**src/hw/issue_config.svh**
```systemverilog
`ifndef ISSUE_CONFIG_SVH
`define ISSUE_CONFIG_SVH

// instructions offered by the queue per cycle
`define ISSUE_WIDTH 2

`define DATA_W    32
`define ROB_IDX_W 4
`define REG_IDX_W 5
`define COND_W    3

// branch condition codes, GT/GE/LT/LE test A against zero
`define COND_ALWAYS 3'd0
`define COND_EQ     3'd1
`define COND_NE     3'd2
`define COND_GT     3'd3
`define COND_GE     3'd4
`define COND_LT     3'd5
`define COND_LE     3'd6

`endif

```
**src/hw/issue_pkg.sv**
```systemverilog
`include "issue_config.svh"

package issue_pkg;

  typedef logic [`DATA_W-1:0]    data_t;
  typedef logic [`ROB_IDX_W-1:0] rob_idx_t;
  typedef logic [`REG_IDX_W-1:0] reg_idx_t;
  typedef logic [`COND_W-1:0]    cond_t;

  // one decoded entry from the instruction queue
  typedef struct packed {
    data_t    pc;
    logic     ls;
    logic     muldiv;
    logic     alu;
    logic     branch;
    logic     jump;
    reg_idx_t a_reg;
    logic     a_used;
    reg_idx_t b_reg;
    logic     b_used;
    reg_idx_t dest_reg;
    logic     dest_used;
    cond_t    cond;
    // jump target comes from operand A
    logic     rformat;
    data_t    target;
    rob_idx_t rob_slot;
  } issue_insn_t;

  // instruction with its resolved operands
  typedef struct packed {
    issue_insn_t insn;
    data_t       a_val;
    data_t       b_val;
  } issue_op_t;

  // ROB answer for one operand
  typedef struct packed {
    logic  present;
    logic  valid;
    data_t value;
  } rob_lookup_t;

  // link write from the branch unit
  typedef struct packed {
    rob_idx_t slot;
    data_t    result;
    reg_idx_t dest_reg;
    logic     dest_used;
    logic     redirect;
  } rob_write_t;

endpackage

```
**src/hw/operand_resolve.sv**
```systemverilog
`timescale 1ns/1ps

module operand_resolve (
  input  issue_pkg::issue_insn_t insn,
  input  issue_pkg::rob_lookup_t rob_a,
  input  issue_pkg::rob_lookup_t rob_b,
  input  issue_pkg::data_t       rf_a,
  input  issue_pkg::data_t       rf_b,
  output issue_pkg::data_t       a_val,
  output issue_pkg::data_t       b_val,
  output logic                   ready
);

  logic a_ok;
  logic b_ok;

  // a ROB hit shadows the register file
  assign a_val = rob_a.present ? rob_a.value : rf_a;
  assign b_val = rob_b.present ? rob_b.value : rf_b;

  // not in flight means the register file copy is current
  assign a_ok = !insn.a_used || !rob_a.present || rob_a.valid;
  assign b_ok = !insn.b_used || !rob_b.present || rob_b.valid;

  assign ready = a_ok && b_ok;

endmodule

```
**src/hw/issue_select.sv**
```systemverilog
`timescale 1ns/1ps
`include "issue_config.svh"

module issue_select (
  input  logic [`ISSUE_WIDTH-1:0] in_valid,
  input  issue_pkg::issue_insn_t  in_insn [`ISSUE_WIDTH],
  input  logic [`ISSUE_WIDTH-1:0] ops_ready,
  input  issue_pkg::data_t        a_val [`ISSUE_WIDTH],
  input  issue_pkg::data_t        b_val [`ISSUE_WIDTH],
  input  logic                    ls_free,
  input  logic                    alu_free,
  input  logic                    mul_free,
  output logic [`ISSUE_WIDTH-1:0] in_ready,
  output logic                    ls_load,
  output logic                    alu_load,
  output logic                    mul_load,
  output logic                    br_load,
  output issue_pkg::issue_op_t    ls_op,
  output issue_pkg::issue_op_t    alu_op,
  output issue_pkg::issue_op_t    mul_op,
  output issue_pkg::issue_op_t    br_op
);

  import issue_pkg::*;

  always_comb begin
    logic stop;

    stop     = 1'b0;
    in_ready = '0;
    ls_load  = 1'b0;
    alu_load = 1'b0;
    mul_load = 1'b0;
    br_load  = 1'b0;
    ls_op    = '0;
    alu_op   = '0;
    mul_op   = '0;
    br_op    = '0;

    // strictly in order, the first slot that cannot go stops the scan
    for (int i = 0; i < `ISSUE_WIDTH; i++) begin
      issue_op_t cand;

      cand.insn  = in_insn[i];
      cand.a_val = a_val[i];
      cand.b_val = b_val[i];

      if (!stop) begin
        if (!in_valid[i] || !ops_ready[i]) begin
          stop = 1'b1;
        end else if (in_insn[i].branch || in_insn[i].jump) begin
          // the resolver never stalls; a branch closes the group
          br_load     = 1'b1;
          br_op       = cand;
          in_ready[i] = 1'b1;
          stop        = 1'b1;
        end else if (in_insn[i].ls && ls_free && !ls_load) begin
          ls_load     = 1'b1;
          ls_op       = cand;
          in_ready[i] = 1'b1;
        end else if (in_insn[i].muldiv && mul_free && !mul_load) begin
          mul_load    = 1'b1;
          mul_op      = cand;
          in_ready[i] = 1'b1;
        end else if (in_insn[i].alu && alu_free && !alu_load) begin
          alu_load    = 1'b1;
          alu_op      = cand;
          in_ready[i] = 1'b1;
        end else if (in_insn[i].alu && mul_free && !mul_load) begin
          // overflow onto the multiply port
          mul_load    = 1'b1;
          mul_op      = cand;
          in_ready[i] = 1'b1;
        end else begin
          stop = 1'b1;
        end
      end
    end
  end

endmodule

```
**src/hw/dispatch_slot.sv**
```systemverilog
`timescale 1ns/1ps

module dispatch_slot (
  input  logic                 clock,
  input  logic                 reset_n,
  input  logic                 load,
  input  issue_pkg::issue_op_t load_op,
  input  logic                 ready,
  output logic                 free,
  output logic                 valid,
  output issue_pkg::issue_op_t op
);

  // empty now, or the unit takes the held op on this edge
  assign free = !valid || ready;

  always_ff @(posedge clock or negedge reset_n) begin
    if (!reset_n) begin
      valid <= 1'b0;
    end else if (load) begin
      valid <= 1'b1;
    end else if (ready) begin
      valid <= 1'b0;
    end
  end

  // op only changes when a new instruction is loaded
  always_ff @(posedge clock) begin
    if (load) begin
      op <= load_op;
    end
  end

endmodule

```
**src/hw/branch_resolve.sv**
```systemverilog
`timescale 1ns/1ps
`include "issue_config.svh"

module branch_resolve (
  input  logic                  clock,
  input  logic                  reset_n,
  input  logic                  load,
  input  issue_pkg::issue_op_t  load_op,
  output issue_pkg::data_t      new_pc,
  output logic                  new_pc_valid,
  output logic                  flush,
  output issue_pkg::rob_write_t rob_wr,
  output logic                  rob_wr_valid
);

  import issue_pkg::*;

  logic      br_valid;
  issue_op_t br_op;
  data_t     a;
  data_t     b;
  logic      ab_equal;
  logic      a_eqz;
  logic      a_gez;
  logic      a_gtz;
  logic      cond_ok;
  logic      taken;

  always_ff @(posedge clock or negedge reset_n) begin
    if (!reset_n) begin
      br_valid <= 1'b0;
    end else begin
      br_valid <= load;
    end
  end

  always_ff @(posedge clock) begin
    if (load) begin
      br_op <= load_op;
    end
  end

  assign a        = br_op.a_val;
  assign b        = br_op.b_val;
  assign ab_equal = (a == b);
  assign a_eqz    = (a == '0);
  // sign bit clear
  assign a_gez    = !a[`DATA_W-1];
  assign a_gtz    = a_gez && !a_eqz;

  always_comb begin
    case (br_op.insn.cond)
      `COND_ALWAYS: cond_ok = 1'b1;
      `COND_EQ:     cond_ok = ab_equal;
      `COND_NE:     cond_ok = !ab_equal;
      `COND_GT:     cond_ok = a_gtz;
      `COND_GE:     cond_ok = a_gez;
      `COND_LT:     cond_ok = !a_gez;
      `COND_LE:     cond_ok = !a_gtz;
      default:      cond_ok = 1'b0;
    endcase
  end

  assign taken        = br_op.insn.jump || (br_op.insn.branch && cond_ok);
  assign new_pc_valid = br_valid && taken;
  assign flush        = new_pc_valid;
  assign new_pc       = br_op.insn.rformat ? a : br_op.insn.target;

  // link value goes back to the branch's own ROB entry
  assign rob_wr_valid     = br_valid;
  assign rob_wr.slot      = br_op.insn.rob_slot;
  assign rob_wr.result    = br_op.insn.pc + data_t'(8);
  assign rob_wr.dest_reg  = br_op.insn.dest_reg;
  assign rob_wr.dest_used = br_op.insn.dest_used;
  assign rob_wr.redirect  = taken;

endmodule

```
**src/hw/issue_stage.sv**
```systemverilog
`timescale 1ns/1ps
`include "issue_config.svh"

module issue_stage (
  input  logic                    clock,
  input  logic                    reset_n,
  input  logic [`ISSUE_WIDTH-1:0] in_valid,
  input  issue_pkg::issue_insn_t  in_insn [`ISSUE_WIDTH],
  output logic [`ISSUE_WIDTH-1:0] in_ready,
  // the ROB matches rf_addr against entries older than rob_query
  output issue_pkg::rob_idx_t     rob_query [`ISSUE_WIDTH],
  input  issue_pkg::rob_lookup_t  rob_a [`ISSUE_WIDTH],
  input  issue_pkg::rob_lookup_t  rob_b [`ISSUE_WIDTH],
  // two register file read ports per slot, A at 2i and B at 2i+1
  output issue_pkg::reg_idx_t     rf_addr [2*`ISSUE_WIDTH],
  input  issue_pkg::data_t        rf_data [2*`ISSUE_WIDTH],
  output issue_pkg::issue_op_t    ls_op,
  output logic                    ls_valid,
  input  logic                    ls_ready,
  output issue_pkg::issue_op_t    alu_op,
  output logic                    alu_valid,
  input  logic                    alu_ready,
  output issue_pkg::issue_op_t    mul_op,
  output logic                    mul_valid,
  input  logic                    mul_ready,
  output issue_pkg::data_t        new_pc,
  output logic                    new_pc_valid,
  output logic                    flush,
  output issue_pkg::rob_write_t   rob_wr,
  output logic                    rob_wr_valid
);

  import issue_pkg::*;

  logic [`ISSUE_WIDTH-1:0] ops_ready;
  data_t                   a_val [`ISSUE_WIDTH];
  data_t                   b_val [`ISSUE_WIDTH];
  logic                    ls_free;
  logic                    alu_free;
  logic                    mul_free;
  logic                    ls_load;
  logic                    alu_load;
  logic                    mul_load;
  logic                    br_load;
  issue_op_t               ls_next;
  issue_op_t               alu_next;
  issue_op_t               mul_next;
  issue_op_t               br_next;

  for (genvar i = 0; i < `ISSUE_WIDTH; i++) begin : g_slot
    assign rob_query[i]     = in_insn[i].rob_slot;
    assign rf_addr[2*i]     = in_insn[i].a_reg;
    assign rf_addr[2*i + 1] = in_insn[i].b_reg;

    operand_resolve u_operands (
      .insn  (in_insn[i]),
      .rob_a (rob_a[i]),
      .rob_b (rob_b[i]),
      .rf_a  (rf_data[2*i]),
      .rf_b  (rf_data[2*i + 1]),
      .a_val (a_val[i]),
      .b_val (b_val[i]),
      .ready (ops_ready[i])
    );
  end

  issue_select u_select (
    .in_valid  (in_valid),
    .in_insn   (in_insn),
    .ops_ready (ops_ready),
    .a_val     (a_val),
    .b_val     (b_val),
    .ls_free   (ls_free),
    .alu_free  (alu_free),
    .mul_free  (mul_free),
    .in_ready  (in_ready),
    .ls_load   (ls_load),
    .alu_load  (alu_load),
    .mul_load  (mul_load),
    .br_load   (br_load),
    .ls_op     (ls_next),
    .alu_op    (alu_next),
    .mul_op    (mul_next),
    .br_op     (br_next)
  );

  dispatch_slot u_ls_port (
    .clock   (clock),
    .reset_n (reset_n),
    .load    (ls_load),
    .load_op (ls_next),
    .ready   (ls_ready),
    .free    (ls_free),
    .valid   (ls_valid),
    .op      (ls_op)
  );

  dispatch_slot u_alu_port (
    .clock   (clock),
    .reset_n (reset_n),
    .load    (alu_load),
    .load_op (alu_next),
    .ready   (alu_ready),
    .free    (alu_free),
    .valid   (alu_valid),
    .op      (alu_op)
  );

  dispatch_slot u_mul_port (
    .clock   (clock),
    .reset_n (reset_n),
    .load    (mul_load),
    .load_op (mul_next),
    .ready   (mul_ready),
    .free    (mul_free),
    .valid   (mul_valid),
    .op      (mul_op)
  );

  branch_resolve u_branch (
    .clock        (clock),
    .reset_n      (reset_n),
    .load         (br_load),
    .load_op      (br_next),
    .new_pc       (new_pc),
    .new_pc_valid (new_pc_valid),
    .flush        (flush),
    .rob_wr       (rob_wr),
    .rob_wr_valid (rob_wr_valid)
  );

endmodule

```
**config.mk**
```make
export PLATFORM = sky130hd
export DESIGN_NAME = issue_stage
export DESIGN_NICKNAME = d
export VERILOG_FILES = /design/src/hw/issue_pkg.sv /design/src/hw/operand_resolve.sv /design/src/hw/issue_select.sv /design/src/hw/dispatch_slot.sv /design/src/hw/branch_resolve.sv /design/src/hw/issue_stage.sv
export VERILOG_INCLUDE_DIRS = /design/src /design/src/hw
export SDC_FILE = /design/constraint.sdc
export NUM_CORES = 1
export LEC_CHECK = 0
export ABC_CLOCK_PERIOD_IN_PS = 19200
export BUFFER_PORTS_ARGS = -buffer_cell sky130_fd_sc_hd__buf_2
export CORE_AREA = 2 2 405 407
export CTS_CLUSTER_SIZE = 30
export DETAILED_ROUTE_END_ITERATION = 10
export DIE_AREA = 0 0 407 409
export PLACE_DENSITY = 0.45
export SYNTH_ARGS = -nofsm -noshare
export SYNTH_HDL_FRONTEND = slang
export SYNTH_SLANG_ARGS = --single-unit
export TNS_END_PERCENT = 10
```
**constraint.sdc**
```tcl
create_clock -name clock -period 19.2 [get_ports clock]
set_input_delay 1.92 -clock clock [delete_from_list [all_inputs] [get_ports clock]]
set_output_delay 1.92 -clock clock [all_outputs]
set_load 0.1 [all_outputs]
```
Word-level counts from Yosys, hierarchy flattened
Index checks and enable logic that the tools add are counted.
{ "word_totals": {"reg_bits": 625, "out_inout_bits": 588, "latch_bits": 0, "n_memories": 0, "elab_cells": 239, "in_bits": 461, "ram_bits": 0, "mem_bits_ro": 0} }
{ "classes": {"n_mul": 0, "addsub": 1, "reduce_logical": 60, "n_bitwise": 0, "magnitude_cmp": 0, "shifts": 0, "n_div": 0, "n_mux": 102, "eq_ne": 7} }
{ "op_table": {"columns": ["operator", "count"], "rows": [
  ["$mux 159", 36],
  ["$mux 32", 5],
  ["$mux 1", 60],
  ["$add 32x4->32 const B", 1],
  ["$eq 32x32->1", 1],
  ["$logic_not 32->1", 1],
  ["$logic_not 1->1", 22],
  ["$logic_and 1x1->1", 17],
  ["$logic_or 1x1->1", 16],
  ["$eq 3x3->1 const B", 3],
  ["$pmux 1 s7", 1],
  ["$eq 3x2->1 const B", 2],
  ["$reduce_bool 2->1", 3],
  ["$eq 3x1->1 const B", 1],
  ["$logic_not 3->1", 1]
]} }

Logic depth before layout (Yosys ltp)
{ "logic_depth": {"depth_word": 19, "mapped_depth": 9, "depth_no_buf": 6} }

Cells and area by module
A second synthesis with hierarchy kept.
{ "hier_totals": {"cells_unflattened": 2485, "hier_area_um2": 30483.0} }
{ "by_module_without_submodules": {"columns": ["module", "cells_per_inst", "seq_area_each_um2", "n_inst", "area_each_um2"], "rows": [
  ["dispatch_slot", 162, 4799.6, 3, 4822.1],
  ["issue_select", 1485, 0.0, 1, 7758.7],
  ["branch_resolve", 336, 4349.2, 1, 5853.1],
  ["operand_resolve", 75, 0.0, 2, 1097.3],
  ["issue_stage", 28, 0.0, 1, 210.2]
]} }

Worst setup path after synthesis
No wires, ideal clock.
{ "synth_path": {"path_type": "input-to-reg", "startpoint": "input port rob_b[67] (netlist bit)", "endpoint": "register u_alu_port.op[0] (netlist bit), enable pin", "setup_ns": 0.897, "arrival_ns": 14.434, "n_path_buf": 3, "cell_stages": 8, "required_time_ns": 18.303, "setup_slack_ns": 3.869, "path_cell_list": "buf_2 > nand3b_4 > o2111ai_4 > o311ai_2 > o2111ai_1 > buf_2 > buf_2 > o21ai_0"} }
{ "synth_via": {"elab_chain_cells": 15, "elab_cells_between_ends": 22, "classes_between": "mux: 10; reduce/logical: 12"} }
{ "synth_lines": {"columns": ["item", "line_no", "text"], "rows": [
  ["start, declared", "issue_stage.sv:13", "input issue_pkg::rob_lookup_t rob_b [`ISSUE_WIDTH],"],
  ["$logic_not 1->1 *", "operand_resolve.sv:23", "assign b_ok = !insn.b_used || !rob_b.present || rob_b.valid;"],
  ["$logic_or 1x1->1 * (2 in series)", "operand_resolve.sv:23", null],
  ["$logic_and 1x1->1 *", "operand_resolve.sv:25", "assign ready = a_ok && b_ok;"],
  ["$logic_not 1->1 *", "issue_select.sv:49", "if (!in_valid[i] || !ops_ready[i]) begin"],
  ["$logic_or 1x1->1 *", "issue_select.sv:49", null],
  ["$mux 1", "issue_select.sv:49", null],
  ["$logic_not 1->1", "issue_select.sv:65", "end else if (in_insn[i].alu && alu_free && !alu_load) begin"],
  ["$logic_and 1x1->1", "issue_select.sv:65", null],
  ["$mux 1", "issue_select.sv:65", null],
  ["$mux 1", "issue_select.sv:61", "end else if (in_insn[i].muldiv && mul_free && !mul_load) begin"],
  ["$mux 1", "issue_select.sv:57", "end else if (in_insn[i].ls && ls_free && !ls_load) begin"],
  ["$mux 1", "issue_select.sv:51", "end else if (in_insn[i].branch || in_insn[i].jump) begin"],
  ["$mux 1", "issue_select.sv:49", null],
  ["$mux 1 *", "issue_select.sv:48", "if (!stop) begin"],
  ["via alu_load", "issue_stage.sv:42", "logic alu_load;"],
  ["end signal, assigned", "dispatch_slot.sv:30", "op <= load_op;"],
  ["end, declared", "dispatch_slot.sv:11", "output issue_pkg::issue_op_t op"]
]} }
The timed path passes the listed nets; every way through them passes the cells marked *.
A chain may end at the register's enable or synchronous reset.

Final worst setup path
{ "layout_path": {"startpoint": "input port rob_a[67] (netlist bit)", "endpoint": "output port in_ready[1]"} }
{ "layout_via": {"elab_chain_cells": 16, "elab_cells_between_ends": 24, "classes_between": "mux: 11; reduce/logical: 13"} }
{ "layout_lines": {"columns": ["item", "line_no", "text"], "rows": [
  ["start, declared", "issue_stage.sv:12", "input issue_pkg::rob_lookup_t rob_a [`ISSUE_WIDTH],"],
  ["$logic_not 1->1 *", "operand_resolve.sv:22", "assign a_ok = !insn.a_used || !rob_a.present || rob_a.valid;"],
  ["$logic_or 1x1->1 * (2 in series)", "operand_resolve.sv:22", null],
  ["$logic_and 1x1->1 *", "operand_resolve.sv:25", null],
  ["$logic_not 1->1 *", "issue_select.sv:49", null],
  ["$logic_or 1x1->1 *", "issue_select.sv:49", null],
  ["$mux 1", "issue_select.sv:49", null],
  ["$logic_not 1->1", "issue_select.sv:61, issue_select.sv:69", null],
  ["$logic_and 1x1->1", "issue_select.sv:69", "end else if (in_insn[i].alu && mul_free && !mul_load) begin"],
  ["$mux 1", "issue_select.sv:69", null],
  ["$mux 1", "issue_select.sv:65", null],
  ["$mux 1", "issue_select.sv:61", null],
  ["$mux 1", "issue_select.sv:57", null],
  ["$mux 1", "issue_select.sv:51", null],
  ["$mux 1", "issue_select.sv:49", null],
  ["$mux 1 *", "issue_select.sv:48", null],
  ["end, declared", "issue_stage.sv:9", "output logic [`ISSUE_WIDTH-1:0] in_ready,"]
]} }
Mark *: on every way between the ends. The rest lies on a longest branch, timed or not.

==> run metrics <==
# clock sinks=625; unrepaired setup endpoints after global routing=no; dpl cells=5456; final hold viol count=0; # hold bufs at CTS=0; die area=0.1665 mm2; DR WL/cell=28.91 um; Clock Skews=35.64 ps; Skew-Pair Late Insertion Delay=700 ps; asr flop ratio synth=0.6400%; I/O Buffers=1048; DRC=0; status=finished clean; Post-Place Cell Area=0.03738 mm2; Max Slew Vio Count=0; Overall Power=3.826 mW; register area share after synthesis=62.33%; via count=25.76k; critical path's largest stage delay=580 ps; Setup CP Type=in -> out; Post-Syn Area=0.03008 mm2; number of flops mapped to enable cells by yosys=621; DR iter-0 viols=2340; WP data required=17280 ps; Post-CTS Setup Bufs=0; leading area contributor after synthesis=edfxtp_1; Synth Flop Type=edfxtp_1; Hold Path Sink=u_ls_port.valid; largest registers=u_alu_port.op: 159 flops, u_ls_port.op: 159 flops, u_mul_port.op: 159 flops; Yosys reg bits=625; Fin Setup TNS=0 ps; CP arrival=4580 ps; Post-Synth Adder-Cell Area=0.04160%; cell count after synthesis=2430; max-cap viol count=0; Reg2Reg Capture Point=u_alu_port.op[99]; largest family of logic cells by synthesized area=compound AO/OA/AOI/OAI gates; Max-slew headroom=23.25%; Compound-Gate Fraction of Synth Area=16.08%; Rows=148; final net count=3826; TritonCTS clock tree=built; synthesized area per cell=12.38 um2; post-synthesis xor/xnor area fraction=1.718%; initial antenna violation count=33; placed wire-length estimate=119.6 mm; clock root cell=clkbuf_16; total gr overflow=0; Total GRT Usage=18.58%; io pins=1049; worst vdd rail ir drop=0.05892 mV; pin count of the biggest net entering global routing=99; hold path cells=2; starting density of the core=18.56%; Worst-Margin Slew=1151 ps; router iterations before antenna repair=6; Die W=407 um; Critical Path Start=rob_a[67]; post-route cell area=0.04010 mm2; total power divided by cell area=95.43 mW/mm2; post-synthesis mux area share=5.458%; post-cts repair resize count=0; cells along the critical path=buf_2, buf_4, nand2_2, o211ai_2, o41ai_4, a22o_1, a21oi_1, buf_2; crit path capture type=output pin; startpoint types=input port; fin util=24.75%; CP max FO=33; total wire length=162.1 mm; Clock transition at path regs=50 ps; Core Region=0.1620 mm2; warning count from the yosys run=0; number of buffers created by CTS=81; Reg2Reg Depth=9; Area growth syn-to-layout=33.30%; Die Y-Extent=409 um; highest-delay cell along the critical path=buf_4; share of cells above drive strength 1=39.46%; vias per cell=4.593; vias in the first global route=24.59k; reg-to-reg startpoint=u_alu_port.valid; antenna viol nets, final=0; Finished Layout Cells=5607; global-route wire length before repair=214.3 mm; Synth Area in Simple Gates=9.160%; fin crit share=33.83%; largest cells by area after synthesis=edfxtp_1 62%, nand2_1 4.6%, mux2i_1 4.3%; gpl congestion=0.9205; R2R setup slack=14560 ps; Unique masters post-synth=65; count leader, synth=edfxtp_1; worst hold start=u_ls_port.valid; Max clock buf depth=3; Synth top area share=62.00%; Most common cell on crit path=buf_2; H-tree depth=3; Leak Pwr=15.66 nW; fmax=153.9 MHz; minimum clock period=6496 ps; Synth top cells by count=621 x edfxtp_1, 369 x nand2_1, 156 x o31ai_1; final setup fails=0; hold crit path type=reg -> reg
[cell usage in the layout, fill, tap and decap left out, drive strengths merged, types with 32 or more instances in the layout]
cell type,instances
buf,1096
edfxtp,621
nand2,370
o22ai,196
o21ai,177
o31ai,156
mux2i,128
inv,96
clkbuf,92
o41ai,91
nand2b,70
or3,68
xor2,41
mux2,32
clkinv,32
[per-layer routing]
layer	global-route usage (%)	wire length, um
met5	0	81
met4	6.054	4476
met3	4.523	13040
met2	30.01	76790
met1	24.21	67700
[cell families after synthesis]
family / count (synthesis)
other: 1
AO/OA/AOI/OAI: 651
flip-flops: 625
adder cells (fa/ha/maj): 1
buffers and inverters: 344
AND/OR/NAND/NOR: 589
XOR/XNOR: 59
multiplexers: 160
[layout make-up]
type | instances | area [um2]
fillers | 17380 | 121900
flip-flops and latches | 625 | 18750
multi-input cells | 1466 | 9945
repair buffers | 1096 | 5618
well taps | 2175 | 2721
clock buffers | 92 | 2111
clock inverters | 51 | 580.6
inverters | 94 | 352.8
diodes | 8 | 20.02
[through the flow]
step                      setup WS (ps)  hold slack (ps)
after global routing              12540            603.5
after floorplan                    3869             1073
after global placement            12650            558.3
after CTS                         12630            578.3
after detailed placement          12640            565.8
final                             12700            576.3
[worst max-delay path: cells and delay by family]
family          cells  cell delay (ps)
buf+inv             3             1150
simple gates        1              230
compound gates      4             1250
[report_power, final]
part / switching, mW / internal [mW]
Clock: 0.665 / 0.927
Combinational: 0.508 / 0.127
Sequential: 0.0541 / 1.55
Total: 1.23 / 2.60
[worst max-delay path by stage]
stage,to,slack [ps],cells past startpoint
floorplan,u_alu_port.op[0],3870,8
global placement,in_ready[1],12650,8
detailed placement,in_ready[1],12640,8
CTS,in_ready[1],12630,8
global route,in_ready[1],12540,8
finish,in_ready[1],12700,8
Note: power is estimated with default switching activity, not from simulation.
